$ cat config.mk
export PLATFORM = sky130hd
export DESIGN_NAME = layer_renderer
export DESIGN_NICKNAME = d
export VERILOG_FILES = /design/src/hdl/layer_bus_pkg.sv /design/src/hdl/layer_cfg_pkg.sv /design/src/hdl/layer_regs.sv /design/src/hdl/layer_renderer.sv /design/src/hdl/line_fetch.sv /design/src/hdl/pixel_render.sv
export SDC_FILE = /design/constraint.sdc
export NUM_CORES = 1
export LEC_CHECK = 0
export BUFFER_PORTS_ARGS = -buffer_cell sky130_fd_sc_hd__clkbuf_2
export CORE_MARGIN = 5
export CORE_UTILIZATION = 45
export CTS_CLUSTER_SIZE = 40
export DETAILED_ROUTE_END_ITERATION = 10
export PLACE_DENSITY_LB_ADDON = 0.12
export SLEW_MARGIN = 10
export SYNTH_ARGS = -nofsm -noshare
export SYNTH_HDL_FRONTEND = slang
export SYNTH_HIERARCHICAL = 1
export SYNTH_SLANG_ARGS = --single-unit
$ cat constraint.sdc
create_clock -name clk -period 10.05 [get_ports clk]
set_input_delay 2.01 -clock clk [delete_from_list [all_inputs] [get_ports clk]]
set_output_delay 2.01 -clock clk [all_outputs]
set_load 0.005 [all_outputs]
$ cat src/hdl/layer_bus_pkg.sv
package layer_bus_pkg;

    ////////////////////////////////////////////////////////////
    // Memory bus
    ////////////////////////////////////////////////////////////

    localparam int BUS_ADDR_W = 18;
    localparam int BUS_DATA_W = 32;

    typedef logic [BUS_ADDR_W-1:0] bus_addr_t;
    typedef logic [BUS_DATA_W-1:0] bus_data_t;

    ////////////////////////////////////////////////////////////
    // Line buffer
    ////////////////////////////////////////////////////////////

    localparam int LB_IDX_W    = 10;
    localparam int LINE_PIXELS = 640;
    localparam int TILE_PIXELS = 8;

    typedef logic [LB_IDX_W-1:0] lb_idx_t;
    typedef logic [7:0]          pixel_t;

    // One tile row handed from the fetcher to the pixel renderer
    typedef struct packed {
        bus_data_t   pixels;
        logic [7:0]  attr;
    } render_job_t;

endpackage

$ cat src/hdl/layer_cfg_pkg.sv
package layer_cfg_pkg;

    ////////////////////////////////////////////////////////////
    // Register port
    ////////////////////////////////////////////////////////////

    localparam int REGS_ADDR_W = 4;
    localparam int REGS_DATA_W = 8;

    localparam int SCROLL_W = 12;

    localparam logic [15:0] TILE_BASE_RESET = 16'h8000;

    typedef enum logic [REGS_ADDR_W-1:0] {
        CTRL0       = 4'd0,
        CTRL1       = 4'd1,
        MAP_BASE_L  = 4'd2,
        MAP_BASE_H  = 4'd3,
        TILE_BASE_L = 4'd4,
        TILE_BASE_H = 4'd5,
        HSCROLL_L   = 4'd6,
        HSCROLL_H   = 4'd7,
        VSCROLL_L   = 4'd8,
        VSCROLL_H   = 4'd9
    } reg_addr_e;

    ////////////////////////////////////////////////////////////
    // Layer configuration
    ////////////////////////////////////////////////////////////

    // Mode 0 is 1 bpp with fg/bg from the map attribute
    typedef enum logic [2:0] {
        MODE_1BPP_FGBG = 3'd0,
        MODE_4BPP      = 3'd3
    } layer_mode_e;

    // Map size in tiles
    typedef enum logic [1:0] {
        MAP_32  = 2'd0,
        MAP_64  = 2'd1,
        MAP_128 = 2'd2,
        MAP_256 = 2'd3
    } map_size_e;

    typedef struct packed {
        layer_mode_e         mode;
        logic                enable;
        map_size_e           map_width;
        map_size_e           map_height;
        logic [15:0]         map_base;
        logic [15:0]         tile_base;
        logic [SCROLL_W-1:0] hscroll;
        logic [SCROLL_W-1:0] vscroll;
    } layer_cfg_t;

endpackage

$ cat src/hdl/layer_regs.sv
module layer_regs (
    input  logic                                  clk,
    input  logic                                  rst,
    input  logic [layer_cfg_pkg::REGS_ADDR_W-1:0] regs_addr,
    input  logic [layer_cfg_pkg::REGS_DATA_W-1:0] regs_wrdata,
    input  logic                                  regs_write,
    output logic [layer_cfg_pkg::REGS_DATA_W-1:0] regs_rddata,
    output layer_cfg_pkg::layer_cfg_t             cfg
);
    import layer_cfg_pkg::*;

    // Readback, unused bits return 0
    always_comb begin
        case (reg_addr_e'(regs_addr))
            CTRL0:       regs_rddata = {cfg.mode, 4'b0000, cfg.enable};
            CTRL1:       regs_rddata = {4'b0000, cfg.map_height, cfg.map_width};
            MAP_BASE_L:  regs_rddata = cfg.map_base[7:0];
            MAP_BASE_H:  regs_rddata = cfg.map_base[15:8];
            TILE_BASE_L: regs_rddata = cfg.tile_base[7:0];
            TILE_BASE_H: regs_rddata = cfg.tile_base[15:8];
            HSCROLL_L:   regs_rddata = cfg.hscroll[7:0];
            HSCROLL_H:   regs_rddata = {4'b0000, cfg.hscroll[SCROLL_W-1:8]};
            VSCROLL_L:   regs_rddata = cfg.vscroll[7:0];
            VSCROLL_H:   regs_rddata = {4'b0000, cfg.vscroll[SCROLL_W-1:8]};
            default:     regs_rddata = '0;
        endcase
    end

    always_ff @(posedge clk or posedge rst) begin
        if (rst) begin
            cfg           <= '0;
            cfg.tile_base <= TILE_BASE_RESET;
        end else if (regs_write) begin
            case (reg_addr_e'(regs_addr))
                CTRL0: begin
                    cfg.enable <= regs_wrdata[0];
                    // Unsupported mode codes keep the current mode
                    if (regs_wrdata[7:5] == MODE_1BPP_FGBG || regs_wrdata[7:5] == MODE_4BPP) begin
                        cfg.mode <= layer_mode_e'(regs_wrdata[7:5]);
                    end
                end

                CTRL1: begin
                    cfg.map_height <= map_size_e'(regs_wrdata[3:2]);
                    cfg.map_width  <= map_size_e'(regs_wrdata[1:0]);
                end

                MAP_BASE_L:  cfg.map_base[7:0]           <= regs_wrdata;
                MAP_BASE_H:  cfg.map_base[15:8]          <= regs_wrdata;
                TILE_BASE_L: cfg.tile_base[7:0]          <= regs_wrdata;
                TILE_BASE_H: cfg.tile_base[15:8]         <= regs_wrdata;
                HSCROLL_L:   cfg.hscroll[7:0]            <= regs_wrdata;
                HSCROLL_H:   cfg.hscroll[SCROLL_W-1:8]   <= regs_wrdata[3:0];
                VSCROLL_L:   cfg.vscroll[7:0]            <= regs_wrdata;
                VSCROLL_H:   cfg.vscroll[SCROLL_W-1:8]   <= regs_wrdata[3:0];
                default: begin
                end
            endcase
        end
    end

endmodule

$ cat src/hdl/layer_renderer.sv
module layer_renderer (
    input  logic                                  clk,
    input  logic                                  rst,
    input  logic                                  start_of_screen,
    input  logic                                  start_of_line,

    input  logic [layer_cfg_pkg::REGS_ADDR_W-1:0] regs_addr,
    input  logic [layer_cfg_pkg::REGS_DATA_W-1:0] regs_wrdata,
    input  logic                                  regs_write,
    output logic [layer_cfg_pkg::REGS_DATA_W-1:0] regs_rddata,

    output layer_bus_pkg::bus_addr_t              bus_addr,
    output logic                                  bus_strobe,
    input  layer_bus_pkg::bus_data_t              bus_rddata,
    input  logic                                  bus_ack,

    output layer_bus_pkg::lb_idx_t                linebuf_wridx,
    output layer_bus_pkg::pixel_t                 linebuf_wrdata,
    output logic                                  linebuf_wren
);
    import layer_cfg_pkg::*;
    import layer_bus_pkg::*;

    layer_cfg_t  cfg;
    render_job_t job;
    logic        job_start;
    logic        job_busy;
    logic        line_done;

    layer_regs i_layer_regs (
        .clk         (clk),
        .rst         (rst),
        .regs_addr   (regs_addr),
        .regs_wrdata (regs_wrdata),
        .regs_write  (regs_write),
        .regs_rddata (regs_rddata),
        .cfg         (cfg)
    );

    // Fetches map entries and tile rows one tile ahead
    line_fetch i_line_fetch (
        .clk             (clk),
        .rst             (rst),
        .cfg             (cfg),
        .start_of_screen (start_of_screen),
        .start_of_line   (start_of_line),
        .bus_addr        (bus_addr),
        .bus_strobe      (bus_strobe),
        .bus_rddata      (bus_rddata),
        .bus_ack         (bus_ack),
        .job             (job),
        .job_start       (job_start),
        .job_busy        (job_busy),
        .line_done       (line_done)
    );

    pixel_render i_pixel_render (
        .clk            (clk),
        .rst            (rst),
        .cfg            (cfg),
        .start_of_line  (start_of_line),
        .job            (job),
        .job_start      (job_start),
        .job_busy       (job_busy),
        .line_done      (line_done),
        .linebuf_wridx  (linebuf_wridx),
        .linebuf_wrdata (linebuf_wrdata),
        .linebuf_wren   (linebuf_wren)
    );

endmodule

$ cat src/hdl/line_fetch.sv
module line_fetch (
    input  logic                        clk,
    input  logic                        rst,
    input  layer_cfg_pkg::layer_cfg_t   cfg,
    input  logic                        start_of_screen,
    input  logic                        start_of_line,
    output layer_bus_pkg::bus_addr_t    bus_addr,
    output logic                        bus_strobe,
    input  layer_bus_pkg::bus_data_t    bus_rddata,
    input  logic                        bus_ack,
    output layer_bus_pkg::render_job_t  job,
    output logic                        job_start,
    input  logic                        job_busy,
    input  logic                        line_done
);
    import layer_cfg_pkg::*;
    import layer_bus_pkg::*;

    typedef enum logic [2:0] {
        IDLE,
        FETCH_MAP,
        WAIT_MAP,
        FETCH_TILE,
        WAIT_TILE,
        HANDOFF
    } state_e;

    state_e              state;
    logic [SCROLL_W-1:0] line_cnt;
    logic [SCROLL_W-1:0] cur_line;
    logic [SCROLL_W-1:0] line_base;
    logic [SCROLL_W-1:0] scr_line;
    logic [7:0]          tile_cnt;
    logic [7:0]          map_row;
    logic [7:0]          map_col;
    logic [15:0]         map_idx;
    logic [15:0]         map_entry;
    logic [7:0]          row_byte;
    logic                bus_strobe_r;
    logic                handoff_go;
    bus_addr_t           map_addr;
    bus_addr_t           tile_addr;
    bus_data_t           map_word_r;
    render_job_t         next_job_r;

    ////////////////////////////////////////////////////////////
    // Map and tile addresses
    ////////////////////////////////////////////////////////////

    assign scr_line = cur_line + cfg.vscroll;
    assign map_col  = tile_cnt + cfg.hscroll[10:3];

    always_comb begin
        case (cfg.map_height)
            MAP_32:  map_row = {3'b0, scr_line[7:3]};
            MAP_64:  map_row = {2'b0, scr_line[8:3]};
            MAP_128: map_row = {1'b0, scr_line[9:3]};
            default: map_row = scr_line[10:3];
        endcase

        // Row times width plus column
        case (cfg.map_width)
            MAP_32:  map_idx = {3'b0, map_row, map_col[4:0]};
            MAP_64:  map_idx = {2'b0, map_row, map_col[5:0]};
            MAP_128: map_idx = {1'b0, map_row, map_col[6:0]};
            default: map_idx = {map_row, map_col};
        endcase
    end

    // Two entries per word, odd index in the high half
    assign map_addr  = {cfg.map_base + {1'b0, map_idx[15:1]}, 2'b00};
    assign map_entry = map_idx[0] ? map_word_r[31:16] : map_word_r[15:0];

    always_comb begin
        if (cfg.mode == MODE_4BPP) begin
            tile_addr = {cfg.tile_base, 2'b00} + {3'b0, map_entry[9:0], scr_line[2:0], 2'b00};
        end else begin
            tile_addr = {cfg.tile_base, 2'b00} + {7'b0, map_entry[7:0], scr_line[2], 2'b00};
        end
    end

    // 1 bpp rows are packed four to a word
    assign row_byte = bus_rddata[{scr_line[1:0], 3'b000} +: 8];

    assign bus_strobe = bus_strobe_r && !bus_ack;
    assign line_base  = start_of_screen ? '0 : line_cnt;
    assign handoff_go = state == HANDOFF && !line_done && !job_busy && !start_of_line;

    ////////////////////////////////////////////////////////////
    // Fetch FSM
    ////////////////////////////////////////////////////////////

    always_ff @(posedge clk or posedge rst) begin
        if (rst) begin
            state        <= IDLE;
            bus_strobe_r <= 1'b0;
            job_start    <= 1'b0;
            line_cnt     <= '0;
            cur_line     <= '0;
            tile_cnt     <= '0;
        end else begin
            job_start <= 1'b0;

            case (state)
                FETCH_MAP: begin
                    bus_strobe_r <= 1'b1;
                    state        <= WAIT_MAP;
                end
                FETCH_TILE: begin
                    bus_strobe_r <= 1'b1;
                    state        <= WAIT_TILE;
                end
                WAIT_MAP, WAIT_TILE: begin
                    if (bus_ack) begin
                        bus_strobe_r <= 1'b0;
                        state        <= (state == WAIT_MAP) ? FETCH_TILE : HANDOFF;
                    end
                end
                HANDOFF: begin
                    if (line_done) begin
                        state <= IDLE;
                    end else if (handoff_go) begin
                        job_start <= 1'b1;
                        tile_cnt  <= tile_cnt + 8'd1;
                        // Odd entry was the last one in this map word
                        state     <= map_idx[0] ? FETCH_MAP : FETCH_TILE;
                    end
                end
                default: begin
                end
            endcase

            // A new line also aborts an unfinished one
            if (start_of_line) begin
                state        <= cfg.enable ? FETCH_MAP : IDLE;
                bus_strobe_r <= 1'b0;
                job_start    <= 1'b0;
                tile_cnt     <= '0;
                cur_line     <= line_base;
                line_cnt     <= line_base + 1'b1;
            end else if (start_of_screen) begin
                line_cnt <= '0;
            end
        end
    end

    // Address and data capture
    always_ff @(posedge clk) begin
        if (state == FETCH_MAP) begin
            bus_addr <= map_addr;
        end
        if (state == FETCH_TILE) begin
            bus_addr <= tile_addr;
        end
        if (state == WAIT_MAP && bus_ack) begin
            map_word_r <= bus_rddata;
        end
        if (state == WAIT_TILE && bus_ack) begin
            next_job_r.attr   <= map_entry[15:8];
            next_job_r.pixels <= (cfg.mode == MODE_4BPP) ? bus_rddata
                                                         : {{(BUS_DATA_W-8){1'b0}}, row_byte};
        end
        if (handoff_go) begin
            job <= next_job_r;
        end
    end

endmodule

$ cat src/hdl/pixel_render.sv
module pixel_render (
    input  logic                        clk,
    input  logic                        rst,
    input  layer_cfg_pkg::layer_cfg_t   cfg,
    input  logic                        start_of_line,
    input  layer_bus_pkg::render_job_t  job,
    input  logic                        job_start,
    output logic                        job_busy,
    output logic                        line_done,
    output layer_bus_pkg::lb_idx_t      linebuf_wridx,
    output layer_bus_pkg::pixel_t       linebuf_wrdata,
    output logic                        linebuf_wren
);
    import layer_cfg_pkg::*;
    import layer_bus_pkg::*;

    logic [$clog2(TILE_PIXELS)-1:0] pix_cnt;
    logic [$clog2(TILE_PIXELS)-1:0] pix_next;
    lb_idx_t                        lb_idx_r;
    lb_idx_t                        lb_idx_next;
    lb_idx_t                        lb_start;
    logic                           busy_r;
    logic                           busy_next;
    logic                           wren_next;
    logic                           idx_end;
    logic                           bit_1bpp;
    logic [3:0]                     nibble;
    pixel_t                         colour;

    ////////////////////////////////////////////////////////////
    // Pixel select and colour
    ////////////////////////////////////////////////////////////

    // MSB first in 1 bpp, high nibble first in 4 bpp
    assign bit_1bpp = job.pixels[TILE_PIXELS - 1 - pix_cnt];
    assign nibble   = job.pixels[{pix_cnt[2:1], ~pix_cnt[0], 2'b00} +: 4];

    always_comb begin
        if (cfg.mode == MODE_4BPP) begin
            // Nibble 0 stays transparent black
            colour = (nibble == 4'h0) ? 8'h00 : {job.attr[7:4], nibble};
        end else begin
            colour = bit_1bpp ? {4'h0, job.attr[3:0]} : {4'h0, job.attr[7:4]};
        end
    end

    ////////////////////////////////////////////////////////////
    // Write sequencing
    ////////////////////////////////////////////////////////////

    // Sub-tile scroll moves the first pixels off the left edge
    assign lb_start = '0 - lb_idx_t'(cfg.hscroll[2:0]);
    assign idx_end  = lb_idx_r == lb_idx_t'(LINE_PIXELS);

    always_comb begin
        pix_next    = pix_cnt;
        busy_next   = busy_r;
        lb_idx_next = lb_idx_r;
        wren_next   = 1'b0;

        if (!idx_end && (busy_r || job_start)) begin
            wren_next   = 1'b1;
            lb_idx_next = lb_idx_r + 1'b1;
            pix_next    = pix_cnt + 1'b1;
            busy_next   = pix_cnt != ($bits(pix_cnt))'(TILE_PIXELS - 1);
        end

        if (start_of_line) begin
            pix_next    = '0;
            busy_next   = 1'b0;
            lb_idx_next = lb_start;
        end
    end

    assign job_busy  = busy_next;
    assign line_done = idx_end && !linebuf_wren;

    always_ff @(posedge clk or posedge rst) begin
        if (rst) begin
            pix_cnt      <= '0;
            busy_r       <= 1'b0;
            lb_idx_r     <= '0;
            linebuf_wren <= 1'b0;
        end else begin
            pix_cnt      <= pix_next;
            busy_r       <= busy_next;
            lb_idx_r     <= lb_idx_next;
            linebuf_wren <= wren_next;
        end
    end

    always_ff @(posedge clk) begin
        if (wren_next) begin
            linebuf_wridx  <= lb_idx_r;
            linebuf_wrdata <= colour;
        end
    end

endmodule

======== Yosys cells after proc, flatten, opt, wreduce, memory -nomap -nowiden ========
Index checks and enable logic that the tools add are counted.
Widths: inputs -> output; s select.
storage, ports and cells
  word-level logic and storage cells ...... 155
  register bits ........................... 263
operators by class
  order comparisons ....................... 1
  reductions and logical operators ........ 43
  shift-type cells ........................ 2
  equality and inequality tests ........... 25
  mux-type cells .......................... 41
  bitwise operators ....................... 1
  $add $sub $neg .......................... 11
operator list
  operator               number
  $pmux 8 s10            1
  $mux 8                 7
  $mux 18                3
  $pmux 16 s3            1
  $lt 32x6->1 const B    1
  $shiftx 32x6->4        1
  $shiftx 32x6->8        1
  $mux 12                2
  $pmux 8 s3             1
  $reduce_and 2->1       11
  $mux 3                 7
  $mux 10                2
  $add 18x11->18         1
  $add 18x15->18         1
  $add 16x15->16         1
  $eq 4x3->1 const B     4
  $mux 16                1
  $add 12x1->12 const B  1
  $eq 3x2->1 const B     4
  $pmux 3 s4             1
  $add 11x11->11         1
  $mux 1                 11
  $add 10x1->10 const B  1
  $eq 10x10->1 const B   1
  other kinds (31)       58

======== Depth between registers and ports, before layout ========
  word-level depth ........................ 12
  depth in mapped cells ................... 16

======== Cells and area by module ========
Netlist, hierarchy kept.
modules (own cells, without submodules)
  module        instances  cells each  sequential area each (um^2)  area an instance (um^2)
  line_fetch    1          735         4719.5                       8742.1
  layer_regs    1          256         1602.8                       3275.6
  pixel_render  1          183         915.9                        2103.3

======== Least setup slack after synthesis ========
OpenSTA, ideal clock, no wires.
  path type ............................... input port to output port
  start ................................... in regs_addr[3] in the netlist's numbering
  end ..................................... out regs_rddata[1] in the netlist's numbering
  data required time ...................... 8.040 ns
  buffers on the path ..................... 1
  arrival time ............................ 3.119 ns
  path slack .............................. 4.921 ns
  stages on the path ...................... 4
  cells stage by stage .................... buf_4 -> mux2_2 -> a32o_1 -> or4_1
between the ends
  cells in the longest elaborated chain, start to end .. 2
  elaborated cells on any way between the ends .. 11
  those cells by class .................... 9 x eq/ne; 1 x mux; 1 x reduce/logical
ends and longest elaborated chain
  what                                RTL line              source
  start, declared                     layer_renderer.sv:7   input logic [layer_cfg_pkg::REGS_ADDR_W-1:0] regs_addr,
  $eq 4x4->1 (tied with other cells)  layer_regs.sv:14      case (reg_addr_e'(regs_addr))
  $pmux 8 s10 *                       layer_regs.sv:14
  end, declared                       layer_renderer.sv:10  output logic [layer_cfg_pkg::REGS_DATA_W-1:0] regs_rddata,
Every way passes the cells marked *; elsewhere a longest branch is shown, timed or not.

======== Final worst setup path ========
  start ................................... in regs_addr[1] in the netlist's numbering
  end ..................................... out regs_rddata[1] in the netlist's numbering
Same word-level chain as after synthesis.

==> results.toml <==
[logic_synthesis]
yosysUniqueCellTypes = 94
synth_top_area_share_pct = 31.0
ys.flop_type = "edfxtp_1"
ys_ff_latch = 260
synth_seq_area_share_pct = 51.3
ys_warn_count = 6
synthArstFlopShare_pct = 43.8
yosys.area.top_type = "edfxtp_1"
synth.most_common_cell = "edfxtp_1"
syn_area_um2 = 14100
synthCells = 1174
synth-edff-count = 146
synth_area_per_cell_um2 = 12.0
ys_top_cells_by_count = "edfxtp_1 (146), dfrtp_1 (113), mux2_2 (92)"
synth_area_leaders = "edfxtp_1 (31%), dfrtp_1 (20%), mux2_2 (7.3%), ha_1 (4.8%), mux4_2 (2.6%)"

[floorplanning]
ios = 96
dieArea_um2 = 35000
fp.coreArea_um2 = 30700
die_h_um = 187
rows = 64
die_w_um = 187
start_util_pct = 45.9

[sta]
worst_pin_slew_ns = 1.10
skew_ns = 0.0147
fmax_mhz = 168
setup_viol = 0
worst_slack_ns = 4.09
rsz0062_at_grt = "no"
final.setup.tns_ns = 0
slew_headroom_pct = 26.2
report.final.hold_viol_count = 0
period_minus_slack_ns = 5.96
maxSlewViolCount = 0
hold-worst-slack_ns = 0.414
fin_crit_sh_pct = 59.3

[global_route]
grt_start_max_net_pins = 65
grt_util_all_layers_pct = 20.3
grt_pass1_vias = 9405
grt_pass1_wl_um = 56200
grt_antenna_before_repair = 0
grt_overflow_total = 0

[layout]
drive_gt1_share_pct = 23.2
num-nets-final = 1358
num_antenna_cells = 0
finish.instance_area_um2 = 15900
synthToLayoutAreaGrowth_pct = 12.5

[power]
leakage_uw = 0.00636
internal_power_uw = 2310
switching_share_pct = 31.8
seqPwrFrac_pct = 41.1
netSwitchingPower_uw = 1080
peakVddDrop_uv = 117
powerDensity_nw_per_um2 = 213
pwr-share-clk_pct = 32.6
power_uw = 3390
power_frac_comb_pct = 26.3

[worst_setup_path]
critPathMaxStageDelay_ns = 0.67
crit_arrival_ns = 3.95
worstPathRequired_ns = 8.04
worst-path-buf-inv = 2
crit_type = "in2out"
slowest_stage = "clkbuf_2"
crit_chain = "clkbuf_2, mux2_4, a32o_1, or4_1, clkbuf_2"
critPathMostFrequentCell = "clkbuf_2"
end_kind = "primary output"
critPathLaunchType = "input pin"
cp_max_fo = 43
crit_family = "buffers and inverters"

[placed_design]
place_area_um2 = 14900
place.gp.congestion = 0.934
pre_cts_ws_ns = 4.12
port_buffers = 93
place_hpwl_um = 26800

[detailed_routing]
postRouteAntennaNets = 0
post_drt_via_cell_ratio = 5.74
vias = 9585
avgRoutedWirePerCell_um = 21.6
route.detailed.drc = 0
dr.first_iter.drc_count = 683
dr.pass1.iters = 5
wl_um = 36200

[clocking]
root_buffer = "clkbuf_16"
htree_levels = 1
cts.sinks = 260
cts_inserted_buffers = 30
cts_setup_buffers = 0
cts-resized-gates = 0
clkTransAtPathRegs_ns = 0.06
worstSkewPairLatency_ns = 0.56
clk_path_buf_depth = 3
ctsHoldBuffers = 0
cts_tree = "built"

[flow_run]
cap_viol_max_count = 0

[outcome]
status = "finished, final reports clean"

[worst_hold_path]
hp-class = "reg2reg"
[path summary, 6_finish.rpt]
path / cells past startpoint / endpoint / slack [ns] / start
min in group asynchronous: 2 / i_pixel_render/lb_idx_r[7] / 1.54 / rst
min: 0 / i_line_fetch/job[31] / 0.41 / i_line_fetch/next_job_r[31]
min reg2reg: 0 / i_line_fetch/job[31] / 0.41 / i_line_fetch/next_job_r[31]
max reg2reg: 15 / i_line_fetch/bus_addr[17] / 5.54 / i_layer_regs/cfg[0]
max: 5 / regs_rddata[1] / 4.09 / regs_addr[1]
max in group asynchronous: 3 / i_layer_regs/cfg[0] / 7.77 / rst
[flip-flops by register name, summed over array words and instances (netlist names), 3 cells and up]
name                           cells
i_pixel_render/lb_idx_r           10
i_line_fetch/line_cnt             11
i_layer_regs/cfg                  64
i_line_fetch/map_word_r           32
i_pixel_render/linebuf_wridx      10
i_line_fetch/cur_line             11
i_line_fetch/tile_cnt              8
i_line_fetch/state                 3
i_line_fetch/next_job_r           40
i_line_fetch/job                  40
i_line_fetch/bus_addr             16
i_pixel_render/pix_cnt             3
i_pixel_render/linebuf_wrdata      8
[logic make-up after synthesis]
kind of cell / Yosys count / synth area share (%)
buffers and inverters: 95 / 3.13
other: 1 / 0.0266
DFF: 260 / 51.3
muxes: 135 / 11.9
AOI/OAI and AO/OA: 235 / 11.6
and+or+nand+nor: 333 / 13.2
xor gates and xnor gates: 57 / 3.54
adders and majority gates: 58 / 5.35
[metrics by stage]
| step | std cells | utilization, % |
|---|---|---|
| finish | 1670 | 51.7 |
| global route | 1670 | 51.7 |
| CTS | 1670 | 51.7 |
| detailed placement | 1614 | 48.3 |
| global placement | 1614 | 48.3 |
| floorplan | 1175 | - |
[power groups by stage]
stage	registers, uW	logic, uW	clock network [uW]
2_1_floorplan	1340	643	0
3_3_place_gp	1410	872	0
3_5_place_dp	1410	880	0
4_1_cts	1390	886	1130
5_1_grt	1400	986	1180
6_report	1390	892	1100
[layout by cell type, fill, tap and decap left out, drive strengths merged, types with 27 or more instances in the layout]
cell      n
a21oi    59
and2     33
clkbuf  138
dfrtp   113
edfxtp  146
ha       54
inv      38
mux2     94
nand2    59
nor2     77
nor2b    28
o21ai    45
xnor2    27
xor2     30
[layer usage]
layer / share of wire, % / up-vias / GRT usage [%]
met3: 5.8 / 52 / 3.60
met5: 0 / - / 0
met2: 43 / 257 / 29.3
li1: - / 4550 / -
met4: 2.3 / 0 / 5.40
met1: 49 / 4726 / 31.5
[cell type report]
cell class	instances	area (um^2)
Fill cell	2788	14900
Sequential cell	260	7240
Inverter	39	146
Tap cell	396	495
Multi-Input combinational cell	820	6470
Timing Repair Buffer	99	510
Clock inverter	11	98.8
Clock buffer	45	931
Note: power is estimated with default switching activity, not from simulation.
